`src/common/ppu_pkg.sv`:
```
package ppu_pkg;

    // Display geometry with 16x16 tiles and 2x pixel doubling
    localparam int TILES_PER_LINE     = 40;
    localparam int TILES_PER_WORD     = 4;   // Tile ids packed in one tile buffer word
    localparam int WORDS_PER_ROW      = 10;
    localparam int TILE_LINES         = 16;  // Also graphics words per tile
    localparam int HCOUNT_PER_TILE    = 32;
    localparam int PALETTE_ENTRIES    = 8;
    localparam int COLORS_PER_PALETTE = 4;

    // Memory address widths
    localparam int TB_ADDR_W  = 9;
    localparam int TG_ADDR_W  = 11;
    localparam int PAL_ADDR_W = 3;

    typedef logic [23:0] rgb_t;
    typedef logic [31:0] gfx_word_t;    // 16 pixels, 2 bits each

    typedef struct packed {
        logic       palette;
        logic [6:0] tile_id;
    } tile_entry_t;

    typedef struct packed {
        tile_entry_t [TILES_PER_WORD-1:0] entry;    // Entry 0 in the low byte
    } tile_word_t;

    typedef struct packed {
        logic [10:0] hcount;
        logic [9:0]  vcount;
        logic        vblank;
        logic        hsync;
    } video_timing_t;

    // Background shift register control
    typedef struct packed {
        logic      load;
        logic      enable;
        gfx_word_t load_data;
    } bg_shift_t;

endpackage

```
`src/background/bg_line_fetch.sv`:
```
`timescale 1ns/1ps

module bg_line_fetch import ppu_pkg::*; (
    input  logic                 clk,
    input  logic                 reset,
    input  video_timing_t        timing,
    output logic [TB_ADDR_W-1:0] tile_buffer_addr,
    input  tile_word_t           tile_buffer_data,
    output logic [TG_ADDR_W-1:0] tile_gfx_addr,
    input  gfx_word_t            tile_gfx_data,
    input  logic [5:0]           tile_index,
    output gfx_word_t            tile_gfx,
    output logic                 tile_palette
);

    // Line buffers
    gfx_word_t                 gfx_buf [TILES_PER_LINE];
    logic [TILES_PER_LINE-1:0] pal_buf;

    logic                 fetch;
    logic [5:0]           step;
    logic                 ent_vld;     // Tile buffer word on the port this cycle
    logic [5:0]           ent_idx;
    logic                 gfx_vld;     // Graphics word on the port this cycle
    logic [5:0]           gfx_idx;
    tile_entry_t          entry;
    logic [TB_ADDR_W-1:0] row_base;

    assign fetch    = timing.hsync && !timing.vblank;   // Vblank wins over hsync
    assign row_base = TB_ADDR_W'((timing.vcount / TILE_LINES) * WORDS_PER_ROW);
    assign entry    = tile_buffer_data.entry[ent_idx % TILES_PER_WORD];

    // Step counter, stops once every tile has been issued
    always_ff @(posedge clk) begin
        if (reset || !fetch) begin
            step <= '0;
        end else if (step < TILES_PER_LINE) begin
            step <= step + 6'd1;
        end
    end

    // First stage issues the tile buffer word holding tile 'step'
    always_ff @(posedge clk) begin
        if (reset || !fetch) begin
            tile_buffer_addr <= '0;
            ent_vld          <= 1'b0;
        end else if (step < TILES_PER_LINE) begin
            tile_buffer_addr <= row_base + TB_ADDR_W'(step / TILES_PER_WORD);
            ent_vld          <= 1'b1;
        end else begin
            tile_buffer_addr <= '0;
            ent_vld          <= 1'b0;
        end
    end

    // Second stage picks the entry and issues the graphics row for this line
    always_ff @(posedge clk) begin
        if (reset || !fetch) begin
            tile_gfx_addr <= '0;
            gfx_vld       <= 1'b0;
        end else if (ent_vld) begin
            tile_gfx_addr <= TG_ADDR_W'(entry.tile_id * TILE_LINES
                                        + timing.vcount % TILE_LINES);
            gfx_vld       <= 1'b1;
        end else begin
            tile_gfx_addr <= '0;
            gfx_vld       <= 1'b0;
        end
    end

    // Tile numbers ride along with each stage
    always_ff @(posedge clk) begin
        ent_idx <= step;
        gfx_idx <= ent_idx;
        if (fetch && ent_vld) begin
            pal_buf[ent_idx] <= entry.palette;
        end
        if (fetch && gfx_vld) begin
            gfx_buf[gfx_idx] <= tile_gfx_data;
        end
    end

    // Read port for the shift feed, past the line end reads as blank
    assign tile_gfx     = (tile_index < TILES_PER_LINE) ? gfx_buf[tile_index] : '0;
    assign tile_palette = (tile_index < TILES_PER_LINE) ? pal_buf[tile_index] : 1'b0;

    // Tile map is 30 rows of 10 words
    a_tb_addr_range: assert property (@(posedge clk) disable iff (reset)
        tile_buffer_addr < TB_ADDR_W'(300));

    a_gfx_idx_range: assert property (@(posedge clk) disable iff (reset)
        gfx_vld |-> gfx_idx < TILES_PER_LINE);

endmodule

```
`src/background/bg_shift_feed.sv`:
```
`timescale 1ns/1ps

module bg_shift_feed import ppu_pkg::*; (
    input  logic          clk,
    input  logic          reset,
    input  video_timing_t timing,
    output logic [5:0]    tile_index,
    input  gfx_word_t     tile_gfx,
    input  logic          tile_palette,
    output bg_shift_t     bg_shift,
    output logic          bg_palette
);

    logic      active;
    logic      in_range;
    logic      tile_start;    // First hcount of a tile
    logic      load;
    logic      enable;
    gfx_word_t load_word;

    assign active     = !timing.vblank && !timing.hsync;
    assign tile_index = 6'(timing.hcount / HCOUNT_PER_TILE);
    assign in_range   = tile_index < TILES_PER_LINE;
    assign tile_start = (timing.hcount % HCOUNT_PER_TILE) == 0;

    always_ff @(posedge clk) begin
        if (reset) begin
            load       <= 1'b0;
            enable     <= 1'b0;
            bg_palette <= 1'b0;
        end else if (active) begin
            load       <= tile_start && in_range;
            enable     <= timing.hcount[0] == 1'b0;    // Each pixel spans two hcounts
            bg_palette <= in_range && tile_palette;
        end else begin
            // Shifter idles through blanking, palette bit holds
            load   <= 1'b0;
            enable <= 1'b0;
        end
    end

    always_ff @(posedge clk) begin
        if (active && tile_start && in_range) begin
            load_word <= tile_gfx;
        end
    end

    assign bg_shift = '{load: load, enable: enable, load_data: load_word};

    // Tiles are 32 hcounts apart so loads never run back to back
    a_load_single: assert property (@(posedge clk) disable iff (reset)
        bg_shift.load |=> !bg_shift.load);

endmodule

```
`src/design/palette_unit.sv`:
```
`timescale 1ns/1ps

module palette_unit import ppu_pkg::*; (
    input  logic                  clk,
    input  logic                  reset,
    input  video_timing_t         timing,
    output logic [PAL_ADDR_W-1:0] palette_addr,
    input  rgb_t                  palette_data,
    input  logic [1:0]            pixel_bits,
    input  logic                  pixel_palette,
    output rgb_t                  pixel_color
);

    rgb_t                  pal_buf [PALETTE_ENTRIES];
    logic [3:0]            load_ptr;     // Next entry to fill, 8 once the palette is in
    logic                  load_busy;
    logic [PAL_ADDR_W-1:0] pixel_idx;

    assign load_busy = load_ptr < 4'(PALETTE_ENTRIES);

    // Address follows the pointer, its low bits read 0 again once it reaches 8
    assign palette_addr = load_ptr[PAL_ADDR_W-1:0];

    // Palette bit picks the upper half of the buffer
    assign pixel_idx = PAL_ADDR_W'(pixel_bits + COLORS_PER_PALETTE * pixel_palette);

    always_ff @(posedge clk) begin
        if (reset) begin
            load_ptr <= '0;
        end else if (!timing.vblank) begin
            load_ptr <= '0;                  // Rearm for the next frame
        end else if (load_busy) begin
            load_ptr <= load_ptr + 4'd1;
        end
    end

    // Read data for palette_addr is valid in the same cycle
    always_ff @(posedge clk) begin
        if (timing.vblank && load_busy) begin
            pal_buf[load_ptr[PAL_ADDR_W-1:0]] <= palette_data;
        end
    end

    always_ff @(posedge clk) begin
        if (reset) begin
            pixel_color <= '0;
        end else if (!timing.vblank && !timing.hsync) begin
            pixel_color <= pal_buf[pixel_idx];
        end
    end

    // Fetch stops after the last entry and never runs past it
    a_load_ptr_range: assert property (@(posedge clk) disable iff (reset)
        load_ptr <= 4'(PALETTE_ENTRIES));

endmodule

```
`src/design/ppu_ctrl.sv`:
```
`timescale 1ns/1ps

module ppu_ctrl import ppu_pkg::*; (
    input  logic                  clk,
    input  logic                  reset,
    input  video_timing_t         timing,
    input  logic [1:0]            pixel_bits,
    input  logic                  pixel_palette,
    output rgb_t                  pixel_color,
    output logic [PAL_ADDR_W-1:0] palette_addr,
    input  rgb_t                  palette_data,
    output logic [TB_ADDR_W-1:0]  tile_buffer_addr,
    input  tile_word_t            tile_buffer_data,
    output logic [TG_ADDR_W-1:0]  tile_gfx_addr,
    input  gfx_word_t             tile_gfx_data,
    output bg_shift_t             bg_shift,
    output logic                  bg_palette
);

    // Line buffer read port between fetch and shift feed
    logic [5:0] tile_index;
    gfx_word_t  tile_gfx;
    logic       tile_palette;

    palette_unit palette_unit0 (
        .clk           (clk),
        .reset         (reset),
        .timing        (timing),
        .palette_addr  (palette_addr),
        .palette_data  (palette_data),
        .pixel_bits    (pixel_bits),
        .pixel_palette (pixel_palette),
        .pixel_color   (pixel_color)
    );

    bg_line_fetch bg_line_fetch0 (
        .clk              (clk),
        .reset            (reset),
        .timing           (timing),
        .tile_buffer_addr (tile_buffer_addr),
        .tile_buffer_data (tile_buffer_data),
        .tile_gfx_addr    (tile_gfx_addr),
        .tile_gfx_data    (tile_gfx_data),
        .tile_index       (tile_index),
        .tile_gfx         (tile_gfx),
        .tile_palette     (tile_palette)
    );

    bg_shift_feed bg_shift_feed0 (
        .clk          (clk),
        .reset        (reset),
        .timing       (timing),
        .tile_index   (tile_index),
        .tile_gfx     (tile_gfx),
        .tile_palette (tile_palette),
        .bg_shift     (bg_shift),
        .bg_palette   (bg_palette)
    );

endmodule

```
`config.mk`:
```
export PLATFORM = sky130hd
export DESIGN_NAME = ppu_ctrl
export DESIGN_NICKNAME = d
export VERILOG_FILES = /design/src/common/ppu_pkg.sv /design/src/background/bg_line_fetch.sv /design/src/background/bg_shift_feed.sv /design/src/design/palette_unit.sv /design/src/design/ppu_ctrl.sv
export SDC_FILE = /design/constraint.sdc
export NUM_CORES = 1
export LEC_CHECK = 0
export BUFFER_PORTS_ARGS = -buffer_cell sky130_fd_sc_hd__buf_2
export CAP_MARGIN = 25
export CORE_MARGIN = 2
export CORE_UTILIZATION = 61
export CTS_CLUSTER_DIAMETER = 50
export DETAILED_ROUTE_END_ITERATION = 12
export PLACE_DENSITY = 0.78
export SYNTH_ARGS = -nofsm -noshare
export SYNTH_HDL_FRONTEND = slang
export SYNTH_SLANG_ARGS = --single-unit
```
`constraint.sdc`:
```
create_clock -name clk -period 13.3 [get_ports clk]
set_input_delay 1.995 -clock clk [delete_from_list [all_inputs] [get_ports clk]]
set_output_delay 1.995 -clock clk [all_outputs]
set_load 0.005 [all_outputs]
```
==> results of run 1 <==
-- sequential cells by signal, indices dropped and copies added (netlist names) --
name                             count
bg_line_fetch0.step                  6
bg_line_fetch0.gfx_buf            1280
palette_unit0.load_ptr               4
bg_shift_feed0.enable                1
bg_shift_feed0.bg_palette            1
bg_line_fetch0.pal_buf              40
bg_line_fetch0.tile_buffer_addr      9
bg_line_fetch0.ent_idx               6
palette_unit0.pal_buf              192
bg_line_fetch0.gfx_idx               6
bg_shift_feed0.load                  1
palette_unit0.pixel_color           24
bg_line_fetch0.gfx_vld               1
bg_line_fetch0.ent_vld               1
bg_shift_feed0.load_word            32
bg_line_fetch0.tile_gfx_addr        11
-- routing by layer --
layer | up-vias | wire length, um | track usage
met1 | 15956 | 52300 | 0.387
met2 | 2254 | 77400 | 0.494
met3 | 347 | 18100 | 0.0787
li1 | 12147 | - | -
met5 | - | 36 | 0.00993
met4 | 6 | 5150 | 0.110
-- stage by stage --
stage,util,cells
after global placement,0.642,4167
after global routing,0.693,4452
after detailed placement,0.643,4169
after CTS,0.693,4448
after floorplan,-,2749
final,0.693,4458
-- critical path: stages --
cell and delay, ps:
sky130_fd_sc_hd__buf_8 770, sky130_fd_sc_hd__buf_4 890, sky130_fd_sc_hd__buf_4 870, sky130_fd_sc_hd__mux4_2 430
sky130_fd_sc_hd__mux4_2 490, sky130_fd_sc_hd__inv_1 110, sky130_fd_sc_hd__o221ai_1 110
-- area by class of cell --
| class | instances | area share |
|---|---|---|
| inverters | 9 | 0.000486 |
| multi-input cells | 979 | 0.192 |
| well taps | 1298 | 0.0234 |
| flip-flops and latches | 1615 | 0.688 |
| repair buffers | 270 | 0.0235 |
| clock inverters | 79 | 0.0116 |
| clock buffers | 200 | 0.0603 |
| diodes | 8 | 0.000288 |
-- placed cells by master (no fill, tap or decap), types with 7 or more instances in the layout --
cell,synthesis,final
sky130_fd_sc_hd__nor2_1,145,101
sky130_fd_sc_hd__mux4_2,373,373
sky130_fd_sc_hd__o2bb2ai_1,10,10
sky130_fd_sc_hd__xor2_1,7,7
sky130_fd_sc_hd__clkinv_2,0,27
sky130_fd_sc_hd__nand2_1,27,26
sky130_fd_sc_hd__nand3b_1,7,7
sky130_fd_sc_hd__o22a_1,12,12
sky130_fd_sc_hd__buf_4,36,69
sky130_fd_sc_hd__a22oi_1,24,24
sky130_fd_sc_hd__nor2b_1,13,11
sky130_fd_sc_hd__mux4_1,21,21
sky130_fd_sc_hd__clkbuf_16,0,160
sky130_fd_sc_hd__clkinv_1,0,23
sky130_fd_sc_hd__nand2b_1,7,7
sky130_fd_sc_hd__clkbuf_1,41,37
sky130_fd_sc_hd__buf_2,46,194
sky130_fd_sc_hd__edfxtp_1,1544,1544
sky130_fd_sc_hd__ha_1,13,13
sky130_fd_sc_hd__a211oi_1,35,35
sky130_fd_sc_hd__o221ai_1,8,8
sky130_fd_sc_hd__nor2_4,0,44
sky130_fd_sc_hd__bufinv_16,0,11
sky130_fd_sc_hd__inv_1,9,9
sky130_fd_sc_hd__o22ai_1,34,34
sky130_fd_sc_hd__diode_2,0,8
sky130_fd_sc_hd__a21oi_1,9,9
sky130_fd_sc_hd__o21ai_0,8,8
sky130_fd_sc_hd__and3_1,17,17
sky130_fd_sc_hd__mux2i_1,136,136
sky130_fd_sc_hd__nand3_1,15,15
sky130_fd_sc_hd__dfxtp_1,71,71
-- path summary, 6_finish.rpt --
path | end | slack, ps | cells past startpoint
setup / recovery | bg_shift_feed0.load_word[19] | 7840 | 7
setup reg to reg | bg_line_fetch0.gfx_buf[6][29] | 10250 | 5
hold reg to reg | bg_line_fetch0.ent_idx[1] | 410 | 0
hold / removal | bg_line_fetch0.ent_idx[1] | 410 | 0
-- power breakdown --
part / switching, W / internal, W
Combinational: 0.000259 / 0.000179
Sequential: 0.00000880 / 0.00558
Clock: 0.00190 / 0.00245
Total: 0.00216 / 0.00822
-- kinds of logic after synthesis --
group / synth area share
adder cells (fa/ha/maj): 0.00329
flip-flops: 0.775
multiplexers: 0.167
AO/OA/AOI/OAI: 0.0184
XOR/XNOR: 0.00185
buffers and inverters: 0.0140
AND/OR/NAND/NOR: 0.0198
==> metrics.json, run 1 <==
{
  "global_route.usage.total": {"value": 0.299},
  "worst_ep_arrival_time": {"value": 5950, "unit": "ps"},
  "detailedPlace.worstSlack": {"value": 7120, "unit": "ps"},
  "total_power": {"value": 0.0104, "unit": "W"},
  "max_cap_viol_count": {"value": 0},
  "detailed_routing_iteration_count_for_the_pre_antenna_repair_pass": {"value": 6},
  "synth_warnings": {"value": 0},
  "top_flip_flop_cell_by_instance_count_after_synthesis": {"value": "sky130_fd_sc_hd__edfxtp_1"},
  "ys_seq_area_frac": {"value": 0.775},
  "grt_first_pass_wirelength": {"value": 218000, "unit": "um"},
  "clockRootBuffer": {"value": "sky130_fd_sc_hd__clkbuf_16"},
  "final.min_clock_period": {"value": 5460, "unit": "ps"},
  "critical_path.startpoint_type": {"value": "input pin"},
  "synth_area_leader_cell": {"value": "sky130_fd_sc_hd__edfxtp_1"},
  "finalSetupViolations": {"value": 0},
  "run_status": {"value": "completed"},
  "worst_setup_hold_path_clk_slew": {"value": 60, "unit": "ps"},
  "grt_max_degree": {"value": 132},
  "ctsHtreeMaxLevel": {"value": 4},
  "cts-buffers-inserted": {"value": 155},
  "dp_hpwl": {"value": 78000, "unit": "um"},
  "cts_setup_buffers": {"value": 0},
  "timing_worst_slew_pin_value": {"value": 1200, "unit": "ps"},
  "clkSinkCount": {"value": 1615},
  "synth_edf_count": {"value": 1544},
  "clock.fmax": {"value": 183, "unit": "MHz"},
  "worst_setup_path_end_kind": {"value": "flop"},
  "hold_path.startpoint": {"value": "bg_line_fetch0.step[1]"},
  "layout.area.seq": {"value": 47800, "unit": "um^2"},
  "layout-drive-gt1-share": {"value": 0.293},
  "drt_iter0_markers": {"value": 4496},
  "num_vias": {"value": 30710},
  "synth_nets": {"value": 2880},
  "synth_top_cell_area_share": {"value": 0.752},
  "synth_area_leaders": {"value": "sky130_fd_sc_hd__edfxtp_1 (75%), sky130_fd_sc_hd__mux4_2 (14%), sky130_fd_sc_hd__dfxtp_1 (2.3%), sky130_fd_sc_hd__mux2i_1 (2.2%), sky130_fd_sc_hd__mux4_1 (0.90%)"},
  "num_rows": {"value": 116},
  "worstPathMaxFanout": {"value": 131},
  "finalWeightedCongestion": {"value": 0.813},
  "worstReg2RegStart": {"value": "bg_line_fetch0.gfx_vld"},
  "clock_skew": {"value": 25.4, "unit": "ps"},
  "detailed_place.area": {"value": 64400, "unit": "um^2"},
  "power.ir.vdd_worst": {"value": 0.135, "unit": "mV"},
  "layout.nets": {"value": 3161},
  "cts_tree": {"value": "done"},
  "post_synth_num_cell_types": {"value": 50},
  "timing.critical_path.from": {"value": "timing[18]"},
  "first_global_vias": {"value": 31674},
  "detail_route.vias_per_cell": {"value": 6.89},
  "drc": {"value": 0},
  "num-fill-cells": {"value": 5739},
  "antenna_violations_before_repair": {"value": 10},
  "post_cts_repair_resize_count": {"value": 0},
  "worst-setup-path-type": {"value": "input pin to flop"},
  "flow.area_growth_from_synthesis": {"value": 12.7, "unit": "%"},
  "dieArea": {"value": 104000, "unit": "um^2"},
  "async_flop_share": {"value": 0},
  "most_frequent_cell_after_synthesis": {"value": "sky130_fd_sc_hd__edfxtp_1"},
  "timing.final.ws_setup": {"value": 7840, "unit": "ps"},
  "globalRoute.totalOverflow": {"value": 0},
  "timing.setup.tns": {"value": 0, "unit": "ps"},
  "finalCritPeriodShare": {"value": 0.411},
  "final_design_area_no_fill": {"value": 69400, "unit": "um^2"},
  "ant_nets": {"value": 0},
  "core_area": {"value": 100000, "unit": "um^2"},
  "hold_slack": {"value": 405, "unit": "ps"},
  "route.detailed.wl_per_inst": {"value": 34.3, "unit": "um"},
  "boundaryPins": {"value": 198},
  "worst_skew_pair.late_latency": {"value": 780, "unit": "ps"},
  "relSlewSlack": {"value": 0.202},
  "critPathRequiredTime": {"value": 13790, "unit": "ps"},
  "combined_area_of_all_synthesized_cells": {"value": 61600, "unit": "um^2"},
  "slew_viol_final": {"value": 0},
  "post_synth.cell_area_avg": {"value": 22.4, "unit": "um^2"},
  "yosys_register_bits": {"value": 1615},
  "grt_setup_unrepaired": {"value": "false"},
  "die_h": {"value": 322, "unit": "um"},
  "multi_input_comb_area": {"value": 13400, "unit": "um^2"},
  "min_path_type": {"value": "flop to flop"},
  "timing_hold_violations_final": {"value": 0},
  "cellLeakagePower": {"value": 22.5, "unit": "nW"},
  "floorplan.initialDensity": {"value": 0.615},
  "numPortBuffers": {"value": 197},
  "wirelength_routed": {"value": 153000, "unit": "um"},
  "holdBufCountCts": {"value": 0},
  "synthTopCellsByCount": {"value": "sky130_fd_sc_hd__edfxtp_1 (1544), sky130_fd_sc_hd__mux4_2 (373), sky130_fd_sc_hd__nor2_1 (145), sky130_fd_sc_hd__mux2i_1 (136), sky130_fd_sc_hd__dfxtp_1 (71)"},
  "synth_cells": {"value": 2749},
  "floorplan.die.width": {"value": 322, "unit": "um"},
  "clk_path_buf_depth": {"value": 3},
  "powerDensity": {"value": 149, "unit": "nW/um^2"}
}
No activity file was read; power rests on OpenSTA's default activity.
==> run 2: changes to the inputs <==
- clock period: 13.3 -> 5.05 ns (I/O delays scaled with it)
==> metrics.json, run 2 (same netlist as run 1, synthesis figures left out) <==
{
  "clk_path_buf_depth": {"value": 3, "change": "unchanged"},
  "layout.nets": {"value": 3178, "change": "was 3161"},
  "drt_iter0_markers": {"value": 4766, "change": "was 4496"},
  "clockRootBuffer": {"value": "sky130_fd_sc_hd__clkbuf_16", "change": "unchanged"},
  "finalWeightedCongestion": {"value": 0.867, "change": "was 0.813"},
  "worst_setup_path_end_kind": {"value": "flop", "change": "unchanged"},
  "worst-setup-path-type": {"value": "flop to flop", "change": "was input pin to flop"},
  "largest_reg_flops": {"value": 1280, "change": "unchanged"},
  "final.min_clock_period": {"value": 2940, "unit": "ps"},
  "dieArea": {"value": 104000, "unit": "um^2", "change": "unchanged"},
  "die_h": {"value": 322, "unit": "um", "change": "unchanged"},
  "post_cts_repair_resize_count": {"value": 0, "change": "unchanged"},
  "global_route.usage.total": {"value": 0.294, "change": "was 0.299"},
  "powerDensity": {"value": 391, "unit": "nW/um^2", "change": "was 149 nW/um^2"},
  "cts_setup_buffers": {"value": 0, "change": "unchanged"},
  "wirelength_routed": {"value": 149000, "unit": "um", "change": "was 153000 um"},
  "clock_skew": {"value": 24.0, "unit": "ps", "change": "was 25.4 ps"},
  "timing_hold_violations_final": {"value": 0, "change": "unchanged"},
  "core_area": {"value": 100000, "unit": "um^2", "change": "unchanged"},
  "detailed_routing_iteration_count_for_the_pre_antenna_repair_pass": {"value": 6, "change": "unchanged"},
  "clock.fmax": {"value": 340, "unit": "MHz"},
  "num_rows": {"value": 116, "change": "unchanged"},
  "boundaryPins": {"value": 198, "change": "unchanged"},
  "power.ir.vdd_worst": {"value": 0.339, "unit": "mV", "change": "was 0.135 mV"},
  "worst_setup_hold_path_clk_slew": {"value": 60, "unit": "ps", "change": "about the same"},
  "num-fill-cells": {"value": 5702, "change": "was 5739"},
  "dp_hpwl": {"value": 85700, "unit": "um", "change": "was 78000 um"},
  "largestRegisters": {"value": "bg_line_fetch0.gfx_buf x1280, palette_unit0.pal_buf x192, bg_line_fetch0.pal_buf x40", "change": "unchanged"},
  "flow.area_growth_from_synthesis": {"value": 13.4, "unit": "%", "change": "was 12.7%"},
  "first_global_vias": {"value": 31207, "change": "was 31674"},
  "globalRoute.totalOverflow": {"value": 0, "change": "unchanged"},
  "drc": {"value": 0, "change": "unchanged"},
  "whs_path_depth": {"value": 2, "change": "was 0"},
  "num_vias": {"value": 30767, "change": "was 30710"},
  "floorplan.initialDensity": {"value": 0.615, "change": "unchanged"},
  "antenna_violations_before_repair": {"value": 15, "change": "was 10"},
  "cts_tree": {"value": "done", "change": "unchanged"},
  "slew_viol_final": {"value": 0, "change": "unchanged"},
  "numPortBuffers": {"value": 197, "change": "unchanged"},
  "finalCritPeriodShare": {"value": 0.583},
  "max_cap_viol_count": {"value": 0, "change": "unchanged"},
  "route.detailed.wl_per_inst": {"value": 33.4, "unit": "um", "change": "was 34.3 um"},
  "finalSetupViolations": {"value": 0, "change": "unchanged"},
  "cellLeakagePower": {"value": 22.7, "unit": "nW", "change": "was 22.5 nW"},
  "layout_commonest_cell": {"value": "sky130_fd_sc_hd__edfxtp_1", "change": "unchanged"},
  "reg2reg_depth": {"value": 3, "change": "was 5"},
  "clkSinkCount": {"value": 1615, "change": "unchanged"},
  "detail_route.vias_per_cell": {"value": 6.88, "change": "was 6.89"},
  "timing.setup.tns": {"value": 0, "unit": "ps", "change": "unchanged"},
  "worst_ep_arrival_time": {"value": 3400, "unit": "ps", "change": "was 5950 ps"},
  "layout-drive-gt1-share": {"value": 0.297, "change": "was 0.293"},
  "worst_hold_endpoint": {"value": "bg_shift_feed0.enable", "change": "was bg_line_fetch0.ent_idx[1]"},
  "final_design_area_no_fill": {"value": 69900, "unit": "um^2", "change": "was 69400 um^2"},
  "critPathRequiredTime": {"value": 5510, "unit": "ps", "change": "was 13790 ps"},
  "timing_worst_slew_pin_value": {"value": 1100, "unit": "ps", "change": "was 1200 ps"},
  "hold_path.startpoint": {"value": "timing[12]", "change": "was bg_line_fetch0.step[1]"},
  "r2r_slack": {"value": 2110, "unit": "ps", "change": "was 10250 ps"},
  "run_status": {"value": "completed", "change": "unchanged"},
  "top_register": {"value": "bg_line_fetch0.gfx_buf", "change": "unchanged"},
  "critical_path.startpoint_type": {"value": "flop", "change": "was input pin"},
  "worstReg2RegStart": {"value": "bg_line_fetch0.gfx_idx[4]", "change": "was bg_line_fetch0.gfx_vld"},
  "multi_input_comb_area": {"value": 13400, "unit": "um^2", "change": "about the same"},
  "layout.area.seq": {"value": 47800, "unit": "um^2", "change": "unchanged"},
  "grt_first_pass_wirelength": {"value": 217000, "unit": "um", "change": "was 218000 um"},
  "end_of_the_worst_register_to_register_path": {"value": "bg_line_fetch0.gfx_buf[27][2]", "change": "was bg_line_fetch0.gfx_buf[6][29]"},
  "holdBufCountCts": {"value": 0, "change": "unchanged"},
  "detailed_place.area": {"value": 64800, "unit": "um^2", "change": "was 64400 um^2"},
  "min_path_type": {"value": "input pin to flop", "change": "was flop to flop"},
  "ctsHtreeMaxLevel": {"value": 4, "change": "unchanged"},
  "floorplan.die.width": {"value": 322, "unit": "um", "change": "unchanged"},
  "relSlewSlack": {"value": 0.267, "change": "was 0.202"},
  "grt_max_degree": {"value": 97, "change": "was 132"},
  "ant_nets": {"value": 0, "change": "unchanged"},
  "cts-buffers-inserted": {"value": 158, "change": "was 155"},
  "worstPathMaxFanout": {"value": 21, "change": "was 131"},
  "grt_setup_unrepaired": {"value": "false", "change": "unchanged"},
  "worst_skew_pair.late_latency": {"value": 780, "unit": "ps", "change": "about the same"},
  "commonest_cells_after_routing_fill_and_taps_aside": {"value": "sky130_fd_sc_hd__edfxtp_1 (1544), sky130_fd_sc_hd__mux4_2 (373), sky130_fd_sc_hd__buf_2 (194), sky130_fd_sc_hd__clkbuf_16 (159), sky130_fd_sc_hd__mux2i_1 (136)", "change": "was sky130_fd_sc_hd__edfxtp_1 (1544), sky130_fd_sc_hd__mux4_2 (373), sky130_fd_sc_hd__buf_2 (194), sky130_fd_sc_hd__clkbuf_16 (160), sky130_fd_sc_hd__mux2i_1 (136)"}
}
[run 2: cell count changes in the layout (fill, tap and decap cells not counted), moves of 2 or more]
cell | previous run | this run
sky130_fd_sc_hd__inv_6 | 4 | 6
sky130_fd_sc_hd__diode_2 | 8 | 6
sky130_fd_sc_hd__buf_4 | 69 | 54
sky130_fd_sc_hd__nor2b_2 | 2 | 0
sky130_fd_sc_hd__nor2b_1 | 11 | 13
sky130_fd_sc_hd__buf_12 | 1 | 32
sky130_fd_sc_hd__bufinv_16 | 11 | 4
sky130_fd_sc_hd__clkinv_1 | 23 | 20
sky130_fd_sc_hd__buf_16 | 3 | 1
sky130_fd_sc_hd__clkinvlp_4 | 3 | 1
sky130_fd_sc_hd__clkbuf_8 | 4 | 14
sky130_fd_sc_hd__clkbuf_1 | 37 | 35
sky130_fd_sc_hd__inv_16 | 1 | 5
[run 2: power by group]
group | internal (W) | switching, W
Combinational | 0.000481 | 0.000781
Sequential | 0.0147 | 0.0000249
Clock | 0.00627 | 0.00506
Total | 0.0215 | 0.00587
[run 2: critical path, stage by stage, from the launching register on]
cell and delay (ps):
sky130_fd_sc_hd__dfxtp_1 530, sky130_fd_sc_hd__nand3b_1 710, sky130_fd_sc_hd__nor2_4 980, sky130_fd_sc_hd__buf_4 380
[run 2: final cells by class]
cell class | count | share of cell area
inverter | 9 | 0.000483
antenna | 6 | 0.000215
clock buffer | 209 | 0.0616
tap | 1298 | 0.0232
sequential | 1615 | 0.684
clock inverter | 74 | 0.00953
timing repair buffer | 284 | 0.0299
multi-input combinational | 979 | 0.191
[run 2: worst max path at each step]
stage	start	endpoint	slack (ps)	cells after the start
3_3_place_gp	timing[18]	bg_shift_feed0.load_word[7]	1570	7
3_5_place_dp	timing[1]	bg_line_fetch0.gfx_buf[39][31]	1550	7
2_1_floorplan	timing[13]	bg_shift_feed0.load_word[0]	1150	2
4_1_cts	bg_line_fetch0.gfx_idx[4]	bg_line_fetch0.gfx_buf[27][5]	2180	3
6_report	bg_line_fetch0.gfx_idx[4]	bg_line_fetch0.gfx_buf[27][2]	2110	3
5_1_grt	bg_line_fetch0.gfx_idx[4]	bg_line_fetch0.gfx_buf[27][5]	2050	3
[run 2: through the flow]
stage	setup WS [ps]	total power [W]	util	hold WS, ps	std cells
global placement	1570	0.0162	0.643	372	4161
CTS	2180	0.0274	0.697	109	4466
finish	2110	0.0273	0.698	157	4474
floorplan	1150	0.0157	-	329	2749
detailed placement	1550	0.0163	0.648	392	4183
global route	2050	0.0279	0.698	130	4469
[run 2: layer usage]
layer  track usage  vias to the layer above  routed length, um
li1              -                    12213                  -
met5             0                        -                120
met4        0.0830                       20               3660
met2         0.465                     2224              73500
met3        0.0705                      294              17900
met1         0.418                    16016              54100
